**src/icache_pkg.sv**
```systemverilog
`default_nettype none

package icache_pkg;

  // line geometry
  localparam int WORDS = 4;
  localparam int WORD_BITS = 32;

  // the low IDX_BITS of a line address pick the set and the rest is the tag
  localparam int LINE_ADDR_BITS = 16;

  // one cache line with word 0 in the low bits
  typedef struct packed {
    logic [WORDS-1:0][WORD_BITS-1:0] word;
  } line_t;

  // one fetched flag per word of a line
  typedef logic [WORDS-1:0] flags_t;

  typedef struct packed {
    logic en;
    // marks the selected word as fetched on a hit
    logic set_flag;
    logic [1:0] word;
    logic [LINE_ADDR_BITS-1:0] line_addr;
  } read_req_t;

  typedef struct packed {
    logic en;
    logic [LINE_ADDR_BITS-1:0] line_addr;
    line_t data;
  } write_req_t;

  typedef struct packed {
    logic hit;
    flags_t flags;
    line_t data;
  } read_rsp_t;

  // the array clears itself one set per cycle in st_sweep
  typedef enum logic {
    st_sweep,
    st_run
  } init_state_t;

endpackage

`default_nettype wire

```
**src/icache_line_ram.sv**
```systemverilog
`default_nettype none

module icache_line_ram #(
  parameter int IDX_BITS = 5,
  parameter int DATA_BITS = 128
) (
  input  logic                 clk,
  input  logic                 rst,
  input  logic                 read_en,
  input  logic [IDX_BITS-1:0]  read_addr,
  output logic [DATA_BITS-1:0] read_data,
  input  logic                 write_en,
  input  logic [IDX_BITS-1:0]  write_addr,
  input  logic [DATA_BITS-1:0] write_data
);

  localparam int DEPTH = 2 ** IDX_BITS;

  logic [DATA_BITS-1:0] mem [DEPTH];
  logic [IDX_BITS-1:0] read_addr_q;

  // the address is held between reads so the output keeps showing the last line
  always_ff @(posedge clk) begin
    if (rst) begin
      read_addr_q <= '0;
    end else if (read_en) begin
      read_addr_q <= read_addr;
    end
  end

  always_ff @(posedge clk) begin
    if (write_en) begin
      mem[write_addr] <= write_data;
    end
  end

  // a write at the same edge as the address load is visible at once
  assign read_data = mem[read_addr_q];

endmodule

`default_nettype wire

```
**src/icache_tag_array.sv**
```systemverilog
`default_nettype none

module icache_tag_array #(
  parameter int IDX_BITS = 5
) (
  input  logic                                  clk,
  input  logic                                  rst,
  input  logic                                  init,
  input  logic [IDX_BITS-1:0]                   init_index,
  input  logic                                  rd_en,
  input  logic [icache_pkg::LINE_ADDR_BITS-1:0] rd_addr,
  output logic                                  rd_hit,
  input  logic [icache_pkg::LINE_ADDR_BITS-1:0] wr_addr,
  output logic                                  wr_match,
  input  logic                                  fill_en
);

  import icache_pkg::*;

  localparam int DEPTH = 2 ** IDX_BITS;
  localparam int TAG_BITS = LINE_ADDR_BITS - IDX_BITS;

  logic [DEPTH-1:0] valid;
  logic [TAG_BITS-1:0] tag_mem [DEPTH];

  logic [IDX_BITS-1:0] rd_index;
  logic [TAG_BITS-1:0] rd_tag;
  logic [IDX_BITS-1:0] wr_index;
  logic [TAG_BITS-1:0] wr_tag;

  logic rd_en_q;
  logic [IDX_BITS-1:0] rd_index_q;
  logic [TAG_BITS-1:0] rd_tag_q;

  assign rd_index = rd_addr[IDX_BITS-1:0];
  assign rd_tag = rd_addr[LINE_ADDR_BITS-1:IDX_BITS];
  assign wr_index = wr_addr[IDX_BITS-1:0];
  assign wr_tag = wr_addr[LINE_ADDR_BITS-1:IDX_BITS];

  always_ff @(posedge clk) begin
    if (rst) begin
      rd_en_q <= 1'b0;
    end else begin
      rd_en_q <= rd_en;
    end
  end

  always_ff @(posedge clk) begin
    if (rd_en) begin
      rd_index_q <= rd_index;
      rd_tag_q <= rd_tag;
    end
  end

  // the sweep and a fill never overlap because requests are held off during init
  always_ff @(posedge clk) begin
    if (rst) begin
      valid <= '0;
    end else if (init) begin
      valid[init_index] <= 1'b0;
    end else if (fill_en) begin
      valid[wr_index] <= 1'b1;
    end
  end

  always_ff @(posedge clk) begin
    if (fill_en) begin
      tag_mem[wr_index] <= wr_tag;
    end
  end

  // compares against the array contents after the edge that sampled the read
  assign rd_hit = rd_en_q && valid[rd_index_q] && (tag_mem[rd_index_q] == rd_tag_q);

  assign wr_match = valid[wr_index] && (tag_mem[wr_index] == wr_tag);

endmodule

`default_nettype wire

```
**src/icache_way.sv**
```systemverilog
`default_nettype none

module icache_way #(
  parameter int IDX_BITS = 5
) (
  input  logic                   clk,
  input  logic                   rst,
  input  logic                   init,
  input  logic [IDX_BITS-1:0]    init_index,
  input  icache_pkg::read_req_t  rd,
  input  icache_pkg::write_req_t wr,
  input  logic                   fill_en,
  output logic                   wr_match,
  output logic                   hit,
  input  icache_pkg::read_rsp_t  rsp_in,
  output icache_pkg::read_rsp_t  rsp_out
);

  import icache_pkg::*;

  logic [IDX_BITS-1:0] rd_index;
  logic [IDX_BITS-1:0] wr_index;

  logic rd_set_flag_q;
  logic [1:0] rd_word_q;
  logic [IDX_BITS-1:0] rd_index_q;

  line_t data_ram;
  flags_t flags_ram;
  flags_t flags_new;

  logic flag_we;
  logic [IDX_BITS-1:0] flag_waddr;
  flags_t flag_wdata;

  read_rsp_t rsp_own;

  assign rd_index = rd.line_addr[IDX_BITS-1:0];
  assign wr_index = wr.line_addr[IDX_BITS-1:0];

  always_ff @(posedge clk) begin
    if (rst) begin
      rd_set_flag_q <= 1'b0;
    end else begin
      rd_set_flag_q <= rd.en & rd.set_flag;
    end
  end

  always_ff @(posedge clk) begin
    if (rd.en) begin
      rd_word_q <= rd.word;
      rd_index_q <= rd_index;
    end
  end

  icache_tag_array #(
    .IDX_BITS(IDX_BITS)
  ) u_tags (
    .clk       (clk),
    .rst       (rst),
    .init      (init),
    .init_index(init_index),
    .rd_en     (rd.en),
    .rd_addr   (rd.line_addr),
    .rd_hit    (hit),
    .wr_addr   (wr.line_addr),
    .wr_match  (wr_match),
    .fill_en   (fill_en)
  );

  icache_line_ram #(
    .IDX_BITS (IDX_BITS),
    .DATA_BITS($bits(line_t))
  ) u_data (
    .clk       (clk),
    .rst       (rst),
    .read_en   (rd.en),
    .read_addr (rd_index),
    .read_data (data_ram),
    .write_en  (fill_en),
    .write_addr(wr_index),
    .write_data(wr.data)
  );

  icache_line_ram #(
    .IDX_BITS (IDX_BITS),
    .DATA_BITS(WORDS)
  ) u_flags (
    .clk       (clk),
    .rst       (rst),
    .read_en   (rd.en),
    .read_addr (rd_index),
    .read_data (flags_ram),
    .write_en  (flag_we),
    .write_addr(flag_waddr),
    .write_data(flag_wdata)
  );

  // the response already carries the bit that is being written back
  assign flags_new = flags_ram | (flags_t'(rd_set_flag_q) << rd_word_q);

  // one write port for the flags
  // a fill in the same cycle as a flag write-back drops the write-back
  always_comb begin
    flag_we = 1'b0;
    flag_waddr = rd_index_q;
    flag_wdata = flags_new;
    if (init) begin
      flag_we = 1'b1;
      flag_waddr = init_index;
      flag_wdata = '0;
    end else if (fill_en) begin
      flag_we = 1'b1;
      flag_waddr = wr_index;
      flag_wdata = '0;
    end else if (hit && rd_set_flag_q) begin
      flag_we = 1'b1;
    end
  end

  // only the hitting way puts anything on the chain
  always_comb begin
    rsp_own.hit = hit;
    rsp_own.flags = hit ? flags_new : '0;
    rsp_own.data = hit ? data_ram : '0;
  end

  assign rsp_out = read_rsp_t'(rsp_own | rsp_in);

endmodule

`default_nettype wire

```
**config.mk**
```make
export PLATFORM = sky130hd
export DESIGN_NAME = icache_way
export DESIGN_NICKNAME = d
export VERILOG_FILES = /design/src/icache_pkg.sv /design/src/icache_line_ram.sv /design/src/icache_tag_array.sv /design/src/icache_way.sv
export SDC_FILE = /design/constraint.sdc
export NUM_CORES = 2
export LEC_CHECK = 0
export BUFFER_PORTS_ARGS = -buffer_cell sky130_fd_sc_hd__buf_2
export CELL_PAD_IN_SITES_DETAIL_PLACEMENT = 0
export CELL_PAD_IN_SITES_GLOBAL_PLACEMENT = 1
export CORE_MARGIN = 2
export CORE_UTILIZATION = 60
export CTS_CLUSTER_SIZE = 14
export DETAILED_ROUTE_END_ITERATION = 10
export HOLD_SLACK_MARGIN = 0.15
export PLACE_DENSITY_LB_ADDON = 0.1
export REMOVE_ABC_BUFFERS = 1
export SLEW_MARGIN = 20
export SYNTH_ARGS = -nofsm -noshare
export SYNTH_HDL_FRONTEND = slang
export SYNTH_MEMORY_MAX_BITS = 65536
export SYNTH_SLANG_ARGS = --single-unit
```
**constraint.sdc**
```tcl
create_clock -name clk -period 32.6 [get_ports clk]
set_input_delay 9.78 -clock clk [delete_from_list [all_inputs] [get_ports clk]]
set_output_delay 9.78 -clock clk [all_outputs]
set_load 0.03 [all_outputs]
```
Word level (Yosys, flattened, before mapping) --
Memories as Yosys holds them, arrays and structs flattened. A register that Yosys moved wholly into a read port is not among the register bits. Cells that the tools add are included.
Cells by class: eq/ne operators 2, mux-type cells 28, bitwise logic cells 6, reductions and logical operators 7, magnitude comparators 5, shifts and indexed selects 1
Operators with widths (count):
- $or 133x133->133 | 1
- $mux 128 | 1
- $mux 32 | 2
- $mux 5 | 7
- $and 32x32->32 | 1
- $not 32->32 | 1
- $or 32x32->32 | 1
- $eq 11x11->1 | 2
- $lt 5x6->1 const B | 3
- $mux 4 | 3
- $mux 1 | 11
- $bmux 1 s5 | 2
- $demux 1 s5 | 2
- $ge 5x1->1 const B | 2
- $logic_and 1x1->1 | 6
- $or 4x4->4 | 1
- $shl 1x2->4 | 1
- $reduce_bool 2->1 | 1
- $and 1x1->1 | 1
Word-level totals: memory bits (writable) 4576, bits in registers 57, logic and storage cells 59, memories 3, output and inout bits 135
Memories:
- u_data.mem | depth 32, bits a word 128, rd ports 1, clocked after Yosys merged registers in 1, wr ports 1, RTL line icache_line_ram.sv:19 | logic [DATA_BITS-1:0] mem [DEPTH];
- u_tags.tag_mem | depth 32, bits a word 11, rd ports 2, clocked after Yosys merged registers in 1, wr ports 1, RTL line icache_tag_array.sv:24 | logic [TAG_BITS-1:0] tag_mem [DEPTH];
- u_flags.mem | depth 32, bits a word 4, rd ports 1, clocked after Yosys merged registers in 1, wr ports 1, RTL line icache_line_ram.sv:19

Depth between registers and ports, before layout --
depth in word-level cells 10, mapped depth 16

By module --
Synthesis repeated with hierarchy kept, for this count alone.
Unflattened totals: cell total of the unflattened synthesis 7865, area, all modules 178847.8 µm²
Modules (own cells, without submodules):
- icache_line_ram at u_data | times used 1, cells each 6333, area each 152930.4 µm²
- icache_tag_array | times used 1, cells each 1088, area each 19042.0 µm²
- icache_line_ram at u_flags | times used 1, cells each 248, area each 5331.4 µm²
- icache_way | times used 1, cells each 196, area each 1544.0 µm²

Worst setup path before layout --
Ideal clock, no wire load.
kind input to output, start point in wr[128] in the netlist's numbering, end point out wr_match, path buffers 2, slack 10.429 ns, stages 8, arrival 12.391 ns, data required time 22.820 ns, path through clkbuf_1 buf_1 mux4_2 a22oi_1 nand4_1 xnor2_1 nand4_1 nor3_1
On the way: longest elaborated chain between the ends 3, elaborated cells on any way between the ends 5
Ends and longest elaborated chain:
- from (decl) | RTL line icache_way.sv:11 | input icache_pkg::write_req_t wr,
- $mem_v2 32x11 or $bmux 1 s5 (tied branches)
- $eq 11x11->1 or $mux 1 (tied branches) | RTL line icache_tag_array.sv:75 | assign wr_match = valid[wr_index] && (tag_mem[wr_index] == wr_tag);
- $logic_and 1x1->1 (*) | RTL line icache_tag_array.sv:75
- to (decl) | RTL line icache_way.sv:13 | output logic wr_match,
Mark *: on every way between the ends. The rest lies on a longest branch, timed or not. The select of a mux whose other input is x is not followed.

Final worst setup path --
Ends and elaborated chain as after synthesis.

==> metrics.md <==
| Metric | Value |
|---|---|
| Critical path start-end classification | in2out |
| Total Die Area | 305000 sq um |
| Rel. slew slack | 0.214 |
| Number of gates resized after CTS | 0 |
| Proportion of synthesized chip area in sequential cells | 0.770 |
| Max clock buf depth | 4 |
| Via count of the first global-routing pass | 86191 |
| Number of nets in the finished design | 8368 |
| Category of the worst setup path launch point | primary input |
| Count of max-cap constraint violations | 0 |
| DRC violation total after the first TritonRoute iteration | 11900 |
| Hold Path Origin | u_flags.read_addr_q[3] |
| Effective utilization at floorplan | 0.602 |
| Final weighted congestion in routability-driven placement | 0.807 |
| CTS HTree Levels | 5 |
| Worst-path cell chain | buf_6 > buf_4 > mux4_2 > a22oi_1 > nand4_1 > xnor2_1 > nand4_1 > nor3_1 > buf_2 |
| Cell count after synthesis | 7384 |
| Static Leak | 62.0 nW |
| Sequential Power Share | 0.536 |
| DRC violations left | 0 |
| Cell variety after synth | 60 |
| Top cells by area, synth | edfxtp_1 (76%), mux4_2 (19%), mux2i_1 (0.98%) |
| Hold buffer count at CTS | 0 |
| Mean post-synth cell area | 24.4 sq um |
| DRT antenna net count | 0 |
| Slack of the worst reg-to-reg path | 27.53 ns |
| # setup viols final | 0 |
| First-pass GRT wire length | 636000 um |
| Total wire length | 447000 um |
| Cell with the biggest individual delay on the critical path | buf_4 |
| Buffers and inverters on the worst path | 3 |
| Power density normalized to cell area | 61.4 nW/um^2 |
| Die X | 552 um |
| Library cell appearing most often on the critical path | nand4_1 |
| Global Route Usage Sum | 0.294 |
| Path type of the worst min-delay path | reg2reg |
| Maximum number of pins on one net before global-route repair | 115 |
| Initial antenna violation count | 61 |
| Fraction of power consumed by combinational cells | 0.053 |
| Outcome | finished, final reports clean |
| Synth Flop Type | edfxtp_1 |
| Core region area | 300000 sq um |
| Vias per cell | 6.87 |
| Fillers | 18333 |
| Number of rows created at floorplan | 201 |
| Number of setup buffers added after CTS | 0 |
| Peak supply drop | 0.0497 mV |
| Slowest Stage Delay on Critical Path | 0.90 ns |
| Number of warning messages in the yosys log | 0 |
| Mean routed wirelength per cell | 36.0 um |
| Number of synthesized flops with an enable pin | 4594 |
| 1st-pass router iterations | 6 |
| Data arrival at the endpoint of the critical path | 13.97 ns |
| FF-to-FF End | u_flags.mem[4][0] |
| Fraction of final layout cells sized beyond drive strength 1 | 0.343 |
| Number of pins exceeding their max-slew limit in the final report | 0 |
| Final clock skew | 0.0448 ns |
| Min-Delay Path Depth | 2 |
| Largest area contributor in the netlist | edfxtp_1 |
| Number of sinks handled by clock tree synthesis | 4643 |
| Share of power burned in the clock network | 0.411 |
| Internal Pwr Total | 9.84 mW |
| Ports placed on the boundary | 442 |
| Number of buffers created by CTS | 453 |
| Critical path endpoint category | output port |
| Crit path max-delay family | buffers and inverters |
| Via count | 85321 |
| Height of the die | 552 um |
| Tmin final | 23.75 ns |
| Post-synthesis sequential element count | 4643 |
| Overall power | 12.4 mW |
| Area growth from synthesis to layout | 12.3% |
| Net Switching | 2.60 mW |
| Share of the clock period used by the worst path after layout | 0.729 |
| Area of the mapped netlist | 180000 sq um |
| Number of buffers inserted by port buffering | 440 |
| Fraction of the core area covered by cells at the end of the flow | 0.676 |
| Post-synthesis async set-or-reset flop share | 0 |
| Count of endpoints failing hold in the final timing report | 0 |
| Share of Yosys cell area claimed by the top area cell type | 0.765 |
| Cell chosen for the clock root | clkbuf_16 |
| Sw Share | 0.209 |
| Maximum fanout encountered on the critical timing path | 55 |
| Data required time at the worst endpoint | 22.82 ns |
| Maximum frequency from static timing analysis | 42.1 MHz |
| Clock-pin slew on the worst setup and hold paths | 0.07 ns |
| HPWL after DPL | 218000 um |
| Overall overflow remaining after global route | 0 |
| Slew of the pin with the lowest slew margin | 1.17 ns |
| Hold Slack | 0.458 ns |
| Path depth of the worst reg2reg path | 10 |
| Clk_lat worst skew | 0.95 ns |
| Unrepaired setup endpoints after global routing | no |
| TritonCTS clock tree | yes |
[area by class of cell]
| class | instances | area (sq um) | area share |
|---|---|---|---|
| sequential | 4643 | 139000 | 0.686 |
| multi-input combinational | 2319 | 40000 | 0.198 |
| clock buffer | 530 | 11800 | 0.0581 |
| tap | 3958 | 4950 | 0.0245 |
| timing repair buffer | 631 | 4040 | 0.0200 |
| clock inverter | 302 | 2700 | 0.0133 |
| antenna | 21 | 52.6 | 0.000259 |
| inverter | 13 | 48.8 | 0.000241 |
[cells in the mapped netlist, types with 20 or more instances]
library cell / n
edfxtp_1: 4594
mux4_2: 1492
clkbuf_1: 269
mux2i_1: 177
buf_1: 114
nor2_1: 103
nand2_1: 83
o21bai_1: 74
a22oi_1: 69
dfxtp_1: 49
a21oi_1: 43
o21bai_2: 43
o21ai_0: 27
nand4_1: 20
[sequential cells by signal, indices dropped and copies added, names as in the netlist, named ones only]
signal / count
u_data.mem: 4096
u_tags.tag_mem: 352
u_flags.mem: 128
u_tags.valid: 32
u_tags.rd_tag_q: 11
u_flags.read_addr_q: 5
u_tags.rd_index_q: 5
rd_word_q: 2
rd_set_flag_q: 1
u_tags.rd_en_q: 1
[metrics by stage]
stage	instance area (sq um)	instances	worst slack (ns)	setup TNS (ns)
floorplan	179000	6975	-22.89	-4774.58
detailed placement	188000	11562	8.91	0
global placement	188000	11557	8.92	0
finish	203000	12417	8.85	0
CTS	202000	12394	8.91	0
global route	202000	12402	8.66	0
[cell usage in the layout, fill, tap and decap left out, types with 18 or more instances in the layout]
master        n
clkbuf_16   460
buf_2       438
clkinv_1    122
edfxtp_1   4594
bufinv_16    45
buf_12       25
mux2i_1     177
o21bai_2     43
buf_4       157
o21ai_0      27
nand2b_1     18
nand4_1      20
dfxtp_1      41
clkbuf_1     70
clkinv_2    102
nand2_1      83
o21bai_1     74
a21oi_1      43
nand3_1      18
a22oi_1      69
mux4_2     1492
nor2_1       69
diode_2      21
nor2_4       32
[per-layer routing]
metal / track usage / vias to the layer above / part of all wire
li1: - / 33555 / -
met1: 0.445 / 46428 / 0.40
met2: 0.461 / 4614 / 0.48
met3: 0.0524 / 680 / 0.095
met4: 0.0653 / 44 / 0.022
met5: 0 / - / 0.00063
[power by group through the flow]
stage	registers, mW	clock network, mW	logic, mW
2_1_floorplan	6.85	0	0.863
3_3_place_gp	6.78	0	0.654
3_5_place_dp	6.79	0	0.666
4_1_cts	6.67	5.18	0.669
5_1_grt	6.67	5.42	0.705
6_report	6.66	5.12	0.664
[worst max-delay path by stage]
stage | depth (start not counted) | endpoint | startpoint | slack (ns)
2_1_floorplan | 5 | rsp_out[130] | register | -22.89
3_3_place_gp | 9 | wr_match | wr[128] | 8.92
3_5_place_dp | 9 | wr_match | wr[128] | 8.91
4_1_cts | 9 | wr_match | wr[128] | 8.91
5_1_grt | 9 | wr_match | wr[128] | 8.66
6_report | 9 | wr_match | wr[128] | 8.85
[worst min-delay path, delay by kind of cell (launching register included)]
| family | cells | cell delay [ns] |
|---|---|---|
| compound gates | 1 | 0.08 |
| flops | 1 | 0.30 |
| simple gates | 1 | 0.06 |
[cells by family after synthesis]
group                  count (synthesis)  synth area share
AO/OA/AOI/OAI                        313            0.0140
flip-flops                          4643             0.770
multiplexers                        1683             0.197
XOR/XNOR                              21           0.00102
AND/OR/NAND/NOR                      302           0.00791
buffers and inverters                422           0.00978
Power figures use the tool's default switching activity.
